**src/common/mem_stage_pkg.sv**
```systemverilog
package mem_stage_pkg;

    // ======================================
    // Widths fixed by RV32I
    // ======================================
    localparam int XLEN       = 32;              // Data and address width
    localparam int REG_ADDR_W = 5;               // Register index width
    localparam int BYTE_W     = 8;               // Bits per byte lane
    localparam int MASK_W     = XLEN / BYTE_W;   // Byte lanes per word
    localparam int OFFSET_W   = $clog2(MASK_W);  // Byte offset inside a word

    // ======================================
    // funct3 access size codes
    // ======================================
    localparam logic [2:0] F3_BYTE   = 3'b000;   // LB / SB
    localparam logic [2:0] F3_HALF   = 3'b001;   // LH / SH
    localparam logic [2:0] F3_WORD   = 3'b010;   // LW / SW
    localparam logic [2:0] F3_BYTE_U = 3'b100;   // LBU
    localparam logic [2:0] F3_HALF_U = 3'b101;   // LHU

    // ======================================
    // Stage structs
    // ======================================

    // Request handed over from EX
    typedef struct packed {
        logic [XLEN-1:0]       alu_result;      // Effective address
        logic [XLEN-1:0]       store_data;      // rs2 value
        logic [REG_ADDR_W-1:0] rd;              // Destination register
        logic [2:0]            funct3;          // Size and signedness
        logic                  mem_read;        // Load
        logic                  mem_write;       // Store
        logic                  reg_write;       // Writes rd
        logic                  mem_to_reg;      // rd takes load data
    } mem_req_t;

    // Access after address decode
    typedef struct packed {
        logic [XLEN-1:0]     word_addr;         // Word aligned address
        logic [OFFSET_W-1:0] byte_offset;       // Low address bits
        logic [MASK_W-1:0]   mask;              // Lanes touched by the access
        logic [XLEN-1:0]     wdata_shifted;     // Store data in its lanes
        logic [2:0]          funct3;            // Size and signedness
        logic                is_load;           // Valid load
        logic                is_store;          // Valid store
    } mem_access_t;

    // Command to data memory
    typedef struct packed {
        logic [XLEN-1:0]   addr;                // Word address
        logic [XLEN-1:0]   wdata;               // Lane shifted data
        logic [MASK_W-1:0] mask;                // Byte strobes
        logic              ren;                 // Read enable
        logic              wen;                 // Write enable
    } dmem_bus_t;

    // Registered values for WB and EX bypass
    typedef struct packed {
        logic [XLEN-1:0]       alu_result;      // ALU result of the instruction
        logic [REG_ADDR_W-1:0] rd;              // Destination register
        logic                  reg_write;       // Writes rd
        logic                  mem_to_reg;      // rd takes load data
        logic                  valid;           // Instruction present
    } wb_info_t;

endpackage

```
**src/load_align.sv**
```systemverilog
`timescale 1ns/1ns

module load_align
    import mem_stage_pkg::*;
(
    input  logic [XLEN-1:0]     i_rdata,        // Merged memory word
    input  logic [OFFSET_W-1:0] i_byte_offset,  // Byte offset of the load
    input  logic [2:0]          i_funct3,       // Load size and signedness
    output logic [XLEN-1:0]     o_load_data     // Value for rd
);

    localparam int HALF_W = 2 * BYTE_W;         // Halfword width

    // ======================================
    // Lane select
    // ======================================
    logic [XLEN-1:0]   rdata_shifted;           // Addressed byte moved to lane 0
    logic [BYTE_W-1:0] byte_lane;               // Selected byte
    logic [HALF_W-1:0] half_lane;               // Selected halfword

    assign rdata_shifted = i_rdata >> (i_byte_offset * BYTE_W);
    assign byte_lane     = rdata_shifted[BYTE_W-1:0];

    // Upper or lower halfword from offset bit 1
    assign half_lane = i_byte_offset[1] ? i_rdata[XLEN-1:HALF_W] : i_rdata[HALF_W-1:0];

    // ======================================
    // Extension
    // ======================================
    always_comb begin
        case (i_funct3)
            F3_BYTE: begin
                o_load_data = {{(XLEN-BYTE_W){byte_lane[BYTE_W-1]}}, byte_lane};  // LB
            end
            F3_BYTE_U: begin
                o_load_data = {{(XLEN-BYTE_W){1'b0}}, byte_lane};                 // LBU
            end
            F3_HALF: begin
                o_load_data = {{(XLEN-HALF_W){half_lane[HALF_W-1]}}, half_lane};  // LH
            end
            F3_HALF_U: begin
                o_load_data = {{(XLEN-HALF_W){1'b0}}, half_lane};                 // LHU
            end
            F3_WORD: begin
                o_load_data = i_rdata;                                            // LW
            end
            default: begin
                o_load_data = i_rdata;          // Unused codes read the word
            end
        endcase
    end

endmodule

```
**src/store_forward.sv**
```systemverilog
`timescale 1ns/1ns

module store_forward
    import mem_stage_pkg::*;
(
    input  logic            i_clk,          // Stage clock
    input  logic            i_rst,          // Sync reset, active high
    input  mem_access_t     i_access,       // Access in the stage now
    input  logic [XLEN-1:0] i_dmem_rdata,   // Word read from memory
    output logic [XLEN-1:0] o_rdata         // Word with newer store bytes
);

    // ======================================
    // One cycle of store history
    // ======================================
    logic [XLEN-1:0]   prev_addr;           // Word address of last access
    logic [XLEN-1:0]   prev_data;           // Its lane shifted data
    logic [MASK_W-1:0] prev_mask;           // Its byte lanes
    logic              prev_valid;          // Last access was a live store

    always_ff @(posedge i_clk) begin
        if (i_rst) begin
            prev_valid <= 1'b0;             // Nothing to forward after reset
        end else begin
            prev_valid <= i_access.is_store;
            prev_addr  <= i_access.word_addr;
            prev_data  <= i_access.wdata_shifted;
            prev_mask  <= i_access.mask;
        end
    end

    // ======================================
    // Merge
    // ======================================
    logic forward;                          // Load hits the previous store word

    // Memory has not seen that write yet
    assign forward = prev_valid & i_access.is_load &
                     (prev_addr == i_access.word_addr);

    always_comb begin
        o_rdata = i_dmem_rdata;             // Default memory contents
        for (int lane = 0; lane < MASK_W; lane++) begin
            if (forward && prev_mask[lane]) begin
                o_rdata[lane*BYTE_W +: BYTE_W] = prev_data[lane*BYTE_W +: BYTE_W];
            end
        end
    end

endmodule

```
**src/mem_request_decode.sv**
```systemverilog
`timescale 1ns/1ns

module mem_request_decode
    import mem_stage_pkg::*;
(
    input  logic        i_clk,              // Stage clock
    input  logic        i_rst,              // Sync reset, active high
    input  logic        i_valid,            // Request strobe
    input  mem_req_t    i_req,              // Request from EX
    output mem_access_t o_access,           // Decoded access
    output dmem_bus_t   o_dmem,             // Memory command
    output wb_info_t    o_wb,               // Registered writeback info
    output logic        o_misaligned        // Misaligned load or store
);

    // ======================================
    // EX/MEM pipeline register
    // ======================================
    mem_req_t req_q;                        // Held request
    logic     valid_q;                      // Held request is live

    always_ff @(posedge i_clk) begin
        if (i_rst) begin
            valid_q          <= 1'b0;
            req_q.mem_read   <= 1'b0;       // No access after reset
            req_q.mem_write  <= 1'b0;
            req_q.reg_write  <= 1'b0;       // No rd write after reset
            req_q.mem_to_reg <= 1'b0;
        end else begin
            valid_q <= i_valid;             // Bubble when no request arrives
            if (i_valid) begin
                req_q <= i_req;             // Otherwise contents hold
            end
        end
    end

    // ======================================
    // Address and lane decode
    // ======================================
    logic [XLEN-1:0]     word_addr;         // Address with offset bits cleared
    logic [OFFSET_W-1:0] byte_offset;       // Offset inside the word
    logic [MASK_W-1:0]   byte_mask;         // Lanes for the access size
    logic [XLEN-1:0]     wdata_shifted;     // rs2 moved to its lanes
    logic                is_load;           // Load of a live request
    logic                is_store;          // Store of a live request
    logic                size_word;         // funct3 selects a word
    logic                size_half;         // funct3 selects a halfword

    assign word_addr   = {req_q.alu_result[XLEN-1:OFFSET_W], {OFFSET_W{1'b0}}};
    assign byte_offset = req_q.alu_result[OFFSET_W-1:0];

    assign size_word = (req_q.funct3[1:0] == F3_WORD[1:0]);
    assign size_half = (req_q.funct3[1:0] == F3_HALF[1:0]);   // LH, LHU, SH

    always_comb begin
        case (req_q.funct3[1:0])
            F3_BYTE[1:0]: byte_mask = MASK_W'(4'b0001) << byte_offset;   // One lane
            F3_HALF[1:0]: byte_mask = MASK_W'(4'b0011) << byte_offset;   // Two lanes
            default:      byte_mask = {MASK_W{1'b1}};                    // Whole word
        endcase
    end

    // Offset in bytes scaled to a bit shift
    assign wdata_shifted = req_q.store_data << (byte_offset * BYTE_W);

    assign is_load  = valid_q & req_q.mem_read;
    assign is_store = valid_q & req_q.mem_write;

    // Word with any offset, or halfword on an odd byte
    assign o_misaligned = (is_load | is_store) &
                          ((size_word & (byte_offset != '0)) |
                           (size_half & byte_offset[0]));

    // ======================================
    // Outputs
    // ======================================
    always_comb begin
        o_access.word_addr     = word_addr;
        o_access.byte_offset   = byte_offset;
        o_access.mask          = byte_mask;
        o_access.wdata_shifted = wdata_shifted;
        o_access.funct3        = req_q.funct3;
        o_access.is_load       = is_load;
        o_access.is_store      = is_store;
    end

    always_comb begin
        o_dmem.addr  = word_addr;
        o_dmem.wdata = wdata_shifted;
        o_dmem.mask  = is_store ? byte_mask : '0;   // Strobes only on a write
        o_dmem.ren   = is_load;
        o_dmem.wen   = is_store;
    end

    always_comb begin
        o_wb.alu_result = req_q.alu_result;
        o_wb.rd         = req_q.rd;
        o_wb.reg_write  = req_q.reg_write;
        o_wb.mem_to_reg = req_q.mem_to_reg;
        o_wb.valid      = valid_q;           // Only the valid bit drops on a bubble
    end

endmodule

```
**src/mem_stage.sv**
```systemverilog
`timescale 1ns/1ns

module mem_stage
    import mem_stage_pkg::*;
(
    input  logic            i_clk,          // Stage clock
    input  logic            i_rst,          // Sync reset, active high

    // Request from EX
    input  logic            i_valid,        // Request strobe
    input  mem_req_t        i_req,          // Request payload

    // Data memory port
    input  logic [XLEN-1:0] i_dmem_rdata,   // Combinational read data
    output dmem_bus_t       o_dmem,         // Memory command

    // Results
    output logic [XLEN-1:0] o_load_data,    // Aligned and extended load value
    output wb_info_t        o_wb,           // Writeback and bypass info
    output logic            o_misaligned    // Misaligned data access
);

    // ======================================
    // Internal wires
    // ======================================
    mem_access_t     access;                // Decoded access of the held request
    logic [XLEN-1:0] merged_rdata;          // Memory word with forwarded bytes

    // ======================================
    // EX/MEM register and decode
    // ======================================
    mem_request_decode u_mem_request_decode (
        .i_clk        (i_clk),
        .i_rst        (i_rst),
        .i_valid      (i_valid),
        .i_req        (i_req),
        .o_access     (access),
        .o_dmem       (o_dmem),
        .o_wb         (o_wb),
        .o_misaligned (o_misaligned)
    );

    // ======================================
    // Store to load forwarding
    // ======================================
    store_forward u_store_forward (
        .i_clk        (i_clk),
        .i_rst        (i_rst),
        .i_access     (access),
        .i_dmem_rdata (i_dmem_rdata),
        .o_rdata      (merged_rdata)
    );

    // ======================================
    // Load lane select and extension
    // ======================================
    load_align u_load_align (
        .i_rdata       (merged_rdata),
        .i_byte_offset (access.byte_offset),
        .i_funct3      (access.funct3),
        .o_load_data   (o_load_data)
    );

endmodule

```
**config.mk**
```make
export PLATFORM = sky130hd
export DESIGN_NAME = mem_stage
export DESIGN_NICKNAME = d
export VERILOG_FILES = /design/src/common/mem_stage_pkg.sv /design/src/load_align.sv /design/src/store_forward.sv /design/src/mem_request_decode.sv /design/src/mem_stage.sv
export SDC_FILE = /design/constraint.sdc
export NUM_CORES = 1
export LEC_CHECK = 0
export BUFFER_PORTS_ARGS = -buffer_cell sky130_fd_sc_hd__buf_2
export CAP_MARGIN = 0
export CORE_MARGIN = 2
export CORE_UTILIZATION = 50
export CTS_CLUSTER_DIAMETER = 200
export DETAILED_ROUTE_END_ITERATION = 8
export PLACE_DENSITY = 0.79
export SLEW_MARGIN = 10
export SYNTH_ARGS = -nofsm -noshare
export SYNTH_HDL_FRONTEND = slang
export SYNTH_SLANG_ARGS = --single-unit
```
**constraint.sdc**
```tcl
create_clock -name i_clk -period 12.8 [get_ports i_clk]
set_input_delay 1.28 -clock i_clk [delete_from_list [all_inputs] [get_ports i_clk]]
set_output_delay 1.28 -clock i_clk [all_outputs]
set_load 0.02 [all_outputs]
```
# Yosys cells after proc, flatten, opt, wreduce, memory -nomap -nowiden
# Cells that the tools add are included.
[op_classes] n_eq_ne=6 shift=4 n_mux=8 bitwise_logic=10 reduce_logical=8
[op_table] op="$pmux W32 S4" count=1
[op_table] op="$mux W8" count=4
[op_table] op="$shl A32 B5 Y32" count=1
[op_table] op="$shr A32 B5 Y8" count=1
[op_table] op="$eq A30 B30 Y1" count=1
[op_table] op="$mux W16" count=1
[op_table] op="$pmux W4 S2" count=1
[op_table] op="$and A1 B1 Y1" count=7
[op_table] op="$eq A3 B3 Y1 const B" count=2
[op_table] op="$logic_and A1 B1 Y1" count=4
[op_table] op="$mux W4" count=1
[op_table] op="$shl A1 B2 Y4 const A" count=1
[op_table] op="$shl A2 B2 Y4 const A" count=1
[op_table] op="$eq A3 B1 Y1 const B" count=1
[op_table] op="$logic_not A3 Y1" count=1
[op_table] op="$eq A2 B1 Y1 const B" count=1
[op_table] op="$eq A2 B2 Y1 const B" count=1
[op_table] op="$logic_not A2 Y1" count=1
[op_table] op="$or A1 B1 Y1" count=2
[op_table] op="$reduce_and A2 Y1" count=1
[op_table] op="$reduce_bool A2 Y1" count=1
[op_table] op="$not A1 Y1" count=1
[totals] register_bits=144 input_bits=111 output_inout_bits=143 word_cells=49

# Depth between registers and ports, before layout
# Gate-level depths: netlist of run 1.
[logic_depth] word_depth=7 mapped_depth=9 mapped_depth_nobuf=7

# By module
# From an unflattened synthesis of run 1, not the netlist that was laid out.
[unflattened] hier_cells=583 hier_area_um2=7651.1
[modules_own_cells] module="mem_request_decode" n_inst=1 cells_per_inst=320 area_per_inst_um2=4152.7 seq_area_each_um2=2262.2
[modules_own_cells] module="store_forward" n_inst=1 cells_per_inst=154 area_per_inst_um2=2870.3 seq_area_each_um2=2062.0
[modules_own_cells] module="load_align" n_inst=1 cells_per_inst=109 area_per_inst_um2=628.1 seq_area_each_um2=0.0

# Least setup slack after synthesis of run 1
# OpenSTA, ideal clock, no wires.
[synth_timing] kind="input port to flip-flop" from="input i_valid" to="register u_mem_request_decode.req_q (netlist bit u_mem_request_decode.o_access[2]) (enable)" setup_ps=512 arrival_ps=4774 required_ps=12288 setup_slack_ps=7513 stages=2 n_path_buf=1 path_cell_list="clkbuf_1 nor2b_1"
[synth_between] elab_chain_cells=1
[synth_rtl] item="from (decl)" line="mem_stage.sv:10" source="input logic i_valid,"
[synth_rtl] item="$reduce_and A2 Y1 (no line)"
[synth_rtl] item="to (signal assigned)" line="mem_request_decode.sv:32" source="req_q <= i_req;"
[synth_rtl] item="to (decl)" line="mem_request_decode.sv:19" source="mem_req_t req_q;"
# No other way between the ends.
# A chain may end at the register's enable or synchronous reset.

# Worst setup path after layout of run 1
[layout_timing] from="register u_mem_request_decode.req_q (netlist bit u_mem_request_decode.o_access[72])" to="output o_load_data[16]"
[layout_between] elab_chain_cells=6 elab_cells_between_ends=13 classes_between="eq/ne: 1; shift: 1; mux: 6; bitwise: 1; reduce/logical: 4"
[layout_rtl] item="$eq A30 B30 Y1 (*)" line="store_forward.sv:39" source="(prev_addr == i_access.word_addr);"
[layout_rtl] item="$and A1 B1 Y1 (*)" line="store_forward.sv:38" source="assign forward = prev_valid & i_access.is_load &"
[layout_rtl] item="$logic_and A1 B1 Y1" line="store_forward.sv:44" source="if (forward && prev_mask[lane]) begin"
[layout_rtl] item="$mux W8" line="store_forward.sv:44"
[layout_rtl] item="$shr A32 B5 Y8 / $mux W16 (equally long branches)" line="load_align.sv:21, load_align.sv:25"
[layout_rtl] item="$pmux W32 S4 (*)" line="load_align.sv:31" source="case (i_funct3)"
[layout_rtl] item="to (decl)" line="mem_stage.sv:18" source="output logic [XLEN-1:0] o_load_data,"
# Mark *: on every way between the ends. The rest lies on a longest branch, timed or not.

==> metrics.txt, run 1 <==
status=complete, no violations; Synth area leaders=edfxtp_1 55%, buf_4 11%, mux2i_1 4.0%, xor2_1 2.3%, nand4_1 2.2%; DR pass1 iterations=5; WHS Path Cells=2; Setup Buffers After CTS=0; worst endpoint required time=11.52 ns; number of synthesized register bits=144; H-tree depth=4; Post-DP Area=0.00814 mm^2; Root Buffer Master=clkbuf_16; first-pass GRT wire length=27900 um; FFs w/ async S/R, synth=0%; max-capacitance violation count=0; met3 Use GR=5.53%; number of distinct library cells after synthesis=about 50; YS warnings=0; Max FO, Critical Path=24; Endpoint, Worst Hold=u_store_forward.prev_valid$_SDFF_PP0_; Power Density=approximately 140 mW/mm^2; initial cell density of the core=between 50 and 60%; Setup WS pre-CTS=~7.6 ns; Lkg Pwr=approximately 3.7 nW; Clock power frac=37.7%; CTS tree=built; Synth top cells by count=138 x edfxtp_1, 107 x buf_4, 30 x mux2i_1, 30 x nand2_1, 27 x nand4_1; Setup CP Type=flip-flop to output port; Least-Margin Pin Slew=1.14 ns; starting DRC count in detailed routing=455; combinational share of power=15.4%; Reg power frac=46.9%; Critical Path AT=4.38 ns; GP Congestion=0.880; DRT antenna net count=0; layout filler cell count=1244; cell area after synthesis=0.00755 mm^2; via/cell ratio=5.49; Via Count=slightly above 5000; vias in the first global route=4999; fmax=177 MHz; Final Slew Violations=0; # resized after CTS=0; area share of the leading cell type in the synthesized netlist=54.9%; final instance area=0.00869 mm^2; Startpoint Class=flip-flop; hold path start=u_mem_request_decode.req_q[2]$_SDFFE_PP0P_; CTS Sinks=between 100 and 150; type of destination of the critical path=output port; Final Hold Violating Endpoints=0; Area Overhead vs Synth=15.1%; initial antenna violation count=0; layout cells sized above 1=44.0%; Sw Ratio=28.7%; DIE AREA=approximately 0.016 mm^2; largest net degree at the start of global routing=71; CTS buffer count=17; worst setup margin=7.14 ns; met2 usage=36.7%; Remaining DRCs=0; met1 Resource Use GR=30.7%; I/O pin count=between 200 and 300; Post-Synthesis Cells=599; Die X=127 um; Rel. slew slack=a little under a quarter; Final Non-Filler Cells=~940; Diodes inserted=0; final wirelength=18600 um; RSZ-0062 raised after global routing=false; Syn Area/Cell=12.6 um^2; Main synth FF type=edfxtp_1; row count=44; Critical R2R Capture=u_store_forward.prev_data[20]$_DFFE_PN_; R2R cell count=4; count leader, synth=edfxtp_1; Reg clk slew, reported paths=0.06 ns; total power=1.23 mW; Inst Count DP=904; port bufs=251; hold_buf cts=0; Worst-Skew Late Latency=0.42 ns; worst min path class=flip-flop to flip-flop; fin nets=850; core area=approximately 0.015 mm^2; skew final=around 0.019 ns; routed len/inst=approximately 20 um; Util after Layout=between 50% and 60%; Sw Pwr=351 uW; Worst VDD drop=0.000100 V; post-DP HPWL=13800 um; Die Y=127 um; Congestion Overflow GR=0; Period minus WS final=5.66 ns; Hold WS=a little under 0.5 ns; Bufs on Longest Clock Path=2; Final setup viols=0; Reg-to-Reg Start=u_mem_request_decode.o_access[41]$_DFFE_PP_; Setup TNS Final=0 ns; fin crit share=44.2%; Internal Power=874 uW; post-synthesis sequential area ratio=56.5%; gr busiest metal=met2; FF-to-FF setup slack=10.63 ns; number of flops mapped to enable cells by yosys=138; cell taking the most area after synthesis=edfxtp_1; GR Util All Layers=23.0%
## cell type report
cell class / instances / area [um^2] / area share (%)
inverter: 15 / 56.3 / 0.648
tap: 184 / 230 / 2.65
clock inverter: 15 / 129 / 1.48
sequential: 144 / 4260 / 49.1
timing repair buffer: 255 / 1290 / 14.8
clock buffer: 17 / 425 / 4.89
multi-input combinational: 306 / 2300 / 26.5
## worst max-delay path by stage
| stage | from | end | slack [ns] | depth (start not counted) |
|---|---|---|---|---|
| after floorplan | i_valid | u_mem_request_decode.o_access[2]$_DFFE_PP_ | 7.51 | 2 |
| after global placement | u_mem_request_decode.o_access[72]$_DFFE_PP_ | o_load_data[19] | 7.81 | 8 |
| after detailed placement | u_mem_request_decode.o_access[72]$_DFFE_PP_ | o_load_data[22] | 7.57 | 8 |
| after CTS | u_mem_request_decode.o_access[72]$_DFFE_PP_ | o_load_data[22] | 7.12 | 8 |
| after global routing | u_mem_request_decode.o_access[72]$_DFFE_PP_ | o_load_data[25] | 6.74 | 8 |
| final | u_mem_request_decode.o_access[72]$_DFFE_PP_ | o_load_data[16] | 7.14 | 8 |
## state kept, by name (all words and copies together) (netlist names)
name and flops:
u_mem_request_decode.o_wb 7, u_mem_request_decode.o_access 35, u_mem_request_decode.req_q 34, u_store_forward.prev_data 32, u_store_forward.prev_mask 4, u_store_forward.prev_addr 30
u_mem_request_decode.valid_q 1, u_store_forward.prev_valid 1
## cells by family after synthesis
family / synth area share [%]
flops: 56.5
xor+xnor: 2.44
simple gates: 12.2
mux: 6.51
buf+inv: 13.2
other cells: 0.0497
compound gates: 9.13
## per-layer routing
layer | wire (um) | vias up
li1 | - | 2401
met1 | 7930 | 2474
met2 | 9090 | 239
met3 | 1170 | 27
met4 | 395 | 0
met5 | 0 | -
## cell usage in the layout, fill, tap and decap left out, drive strengths merged, types with 4 or more instances in the layout
cell type    n
dfxtp        6
buf        255
nand3       16
inv         21
a22oi        8
nand4       29
mux2i       30
nand2b       5
and4         4
clkbuf      17
clkinv       7
a21oi       13
o21ai       15
o31ai        9
mux2        16
nor2b       18
nand2       30
edfxtp     138
nor4         7
xor2        20
nor2        23
a31oi       10
a221oi       6
and2        15
a211oi      10
## power groups by stage
stage	Sequential [mW]	Clock [mW]	Combinational (mW)
after floorplan	0.577	0	0.151
after global placement	0.583	0	0.186
after detailed placement	0.585	0	0.188
after CTS	0.575	0.473	0.189
after global routing	0.578	0.490	0.202
final	0.575	0.462	0.189
## critical path: stages, from the launching register on
cell and delay [ns]:
edfxtp_1 0.44, xor2_1 0.19, nor4_1 0.42, nand4_2 0.50, nor4_4 0.69, mux2_2 0.45
a31oi_2 0.83, nand4_1 0.19, buf_2 0.24
Note: power is estimated with default switching activity, not from simulation.
==> run 2: changes to the inputs <==
Settings changed: ABC_AREA set to 1, CORE_UTILIZATION 50 to 47, PLACE_DENSITY 0.79 to 0.77.
Clock period 12.8 ns to 4.9 ns, I/O delays scaled along.
==> metrics.txt, run 2 <==
Inst Count DP=1262 (+40%); commonest non-fill, non-tap cell in the layout=buf_2; Final Non-Filler Cells=1296 (+38%); post-synthesis simple-gate area fraction=25.5% (+13 points); YS warnings=0 (unchanged); via/cell ratio=4.91 (-11%); Setup TNS Final=0 ns (unchanged); Post-Synth XOR/XNOR Area=0% (-2.4 points); initial antenna violation count=2 (+2); Sw Pwr=928 uW (+160%); Synth Area in Compound Gates=5.28% (-3.8 points); Final Slew Violations=0 (unchanged); area share of the leading cell type in the synthesized netlist=51.2% (-3.7 points); Reg clk slew, reported paths=0.06 ns (about the same); DR pass1 iterations=6 (+1); worst min path class=primary input to flip-flop; starting DRC count in detailed routing=734 (+61%); vias in the first global route=5631 (+13%); Clock power frac=37.1% (-0.6 points); worst endpoint required time=4.41 ns (-7.11 ns); mux contribution to synthesized area=0% (-6.5 points); Startpoint Class=flip-flop; Power Density=349 mW/mm^2 (+150%); Period minus WS final=approximately 3.8 ns; Area Overhead vs Synth=14.8%; Reg power frac=46.3% (-0.6 points); Setup CP Type=flip-flop to output port; GR Util All Layers=22.2% (-0.76 points); layout cells sized above 1=31.9% (-12 points); RSZ-0062 raised after global routing=false; post-synthesis adder-cell area fraction=0% (unchanged); Synth area leaders=edfxtp_1 51%, nand2_1 11%, buf_4 9.9%, inv_1 4.7%, nor2_1 4.1%; DRT antenna net count=0 (unchanged); Max FO, Critical Path=24 (unchanged); skew final=0.00934 ns (-0.00946 ns); FFs w/ async S/R, synth=0% (unchanged); Least-Margin Pin Slew=0.908 ns (-0.236 ns); fin nets=1167 (+37%); Congestion Overflow GR=0 (unchanged); Synth top cells by count=245 x nand2_1, 138 x edfxtp_1, 107 x buf_4; initial cell density of the core=47.5% (-4.1 points); Post-Synthesis Cells=912 (+52%); I/O pin count=254 (unchanged); max-capacitance violation count=0 (unchanged); Rel. slew slack=39.4% (+16 points); cell taking the most area after synthesis=edfxtp_1; fmax=approximately 260 MHz; most frequent cells in the layout=251 x buf_2, 245 x nand2_1, 138 x edfxtp_1, 101 x inv_1, 87 x nor2_1; Sw Ratio=28.5% (-0.15 points); FF-to-FF setup slack=2.28 ns (-8.35 ns); type of destination of the critical path=output port; Internal Power=2.32 mW (+170%); Largest register FFs=35 (unchanged); core area=0.0171 mm^2 (+16%); post-synthesis sequential area ratio=52.6% (-3.8 points); R2R cell count=4 (unchanged); Die Y=135 um (+6.6%); Worst-Skew Late Latency=0.42 ns (about the same); port bufs=251 (unchanged); WHS Path Cells=1 (-1); number of synthesized register bits=144 (unchanged); largest net degree at the start of global routing=48 (-32%); combinational share of power=16.6% (+1.2 points); largest family of logic cells by synthesized area=simple AND/OR/NAND/NOR gates; number of flops mapped to enable cells by yosys=138 (unchanged); Remaining DRCs=0 (unchanged); Final Hold Violating Endpoints=0 (unchanged); Die X=135 um (+6.6%); Syn Area/Cell=8.88 um^2 (-30%); DIE AREA=0.0183 mm^2 (+14%); # resized after CTS=0 (unchanged); Worst VDD drop=0.000241 V (+140%); post-DP HPWL=15700 um (+14%); hold_buf cts=0 (unchanged); Root Buffer Master=clkbuf_16; CTS tree=built; CTS buffer count=17 (unchanged); Critical Path AT=3.33 ns (-1.05 ns); CTS Sinks=144 (unchanged); H-tree depth=4 (unchanged); Main synth FF type=edfxtp_1; count leader, synth=nand2_1; fin crit share=78.0%; Final setup viols=0 (unchanged); cell area after synthesis=0.00810 mm^2 (+7.3%); Lkg Pwr=4.64 nW (+27%); number of distinct library cells after synthesis=37 (-27%); GP Congestion=0.938 (+6.7%); row count=48 (+9.1%); Hold WS=0.243 ns (-0.250 ns); final wirelength=20500 um (+10%); first-pass GRT wire length=30700 um (+10%); Setup Buffers After CTS=0 (unchanged); Via Count=6365 (+24%); routed len/inst=15.8 um (-20%); Bufs on Longest Clock Path=2 (unchanged); status=complete, no violations
## run 2: changes by cell type after synthesis, sizes merged, moves of 12 or more
cell and change:
nand4 -27, a21oi +13, inv +90, o21ai +26, nor2b -18, mux2i -30
nor2 +71, nand2 +226, mux2 -16, xor2 -20, nand3 +66, and2 -12
## run 2: power groups by stage
stage | logic (mW) | clock network, mW | registers [mW]
6_report | 0.540 | 1.21 | 1.51
5_1_grt | 0.589 | 1.28 | 1.52
4_1_cts | 0.540 | 1.24 | 1.51
3_5_place_dp | 0.537 | 0 | 1.53
3_3_place_gp | 0.532 | 0 | 1.53
2_1_floorplan | 0.432 | 0 | 1.51
## run 2: metrics by stage
step | utilization [%] | area [um^2] | power, mW | setup WS (ns)
6_report | 54.5 | 9300 | 3.25 | 1.08
3_3_place_gp | 51.2 | 8740 | 2.06 | 1.64
2_1_floorplan | - | 8110 | 1.94 | 0.822
3_5_place_dp | 51.2 | 8740 | 2.07 | 1.53
5_1_grt | 54.5 | 9300 | 3.39 | 0.724
4_1_cts | 54.5 | 9300 | 3.28 | 1.07
## run 2: per-layer routing
layer  vias up  share of wire, %  track usage (%)  routed length (um)
met5         -                 0                0                   0
met4         0               2.2             7.47                 442
met3        35               7.8             4.19                1600
met2       303                45             32.8                9140
met1      2886                45             33.0                9290
li1       3141                 -                -                   -
## run 2: critical path: stages (launching register included)
cell      delay, ns
edfxtp_1       0.47
nand2_1        0.14
o21ai_1        0.11
nor2_1         0.18
nand2_1        0.08
nor2_1         0.09
nand2_1        0.09
nor2_2         0.35
nand2_1        0.32
nand2_1        0.17
nand3_1        0.09
nand2_2        0.14
nand3_4        0.31
nand3_1        0.19
buf_2          0.18
## run 2: cell type report
type	count	area, um^2
antenna	2	5.00
clock buffer	17	425
clock inverter	15	133
fill	1574	7750
inverter	105	394
multi-input combinational	532	2510
sequential	144	4260
tap	225	282
timing repair buffer	256	1290
## run 2: kinds of logic after synthesis
group	count (synthesis)
AND/OR/NAND/NOR	450
flip-flops	144
other	1
buffers and inverters	237
AO/OA/AOI/OAI	80
## run 2: worst paths after layout
path | start | end
setup / recovery | u_mem_request_decode.o_access[74]$_DFFE_PP_ | o_load_data[11]
hold / removal | i_req[12] | u_mem_request_decode.req_q[12]$_DFFE_PP_
setup reg to reg | u_mem_request_decode.o_access[41]$_DFFE_PP_ | u_store_forward.prev_data[16]$_DFFE_PN_
hold reg to reg | u_mem_request_decode.o_wb[2]$_SDFFE_PP0P_ | u_mem_request_decode.o_wb[2]$_SDFFE_PP0P_
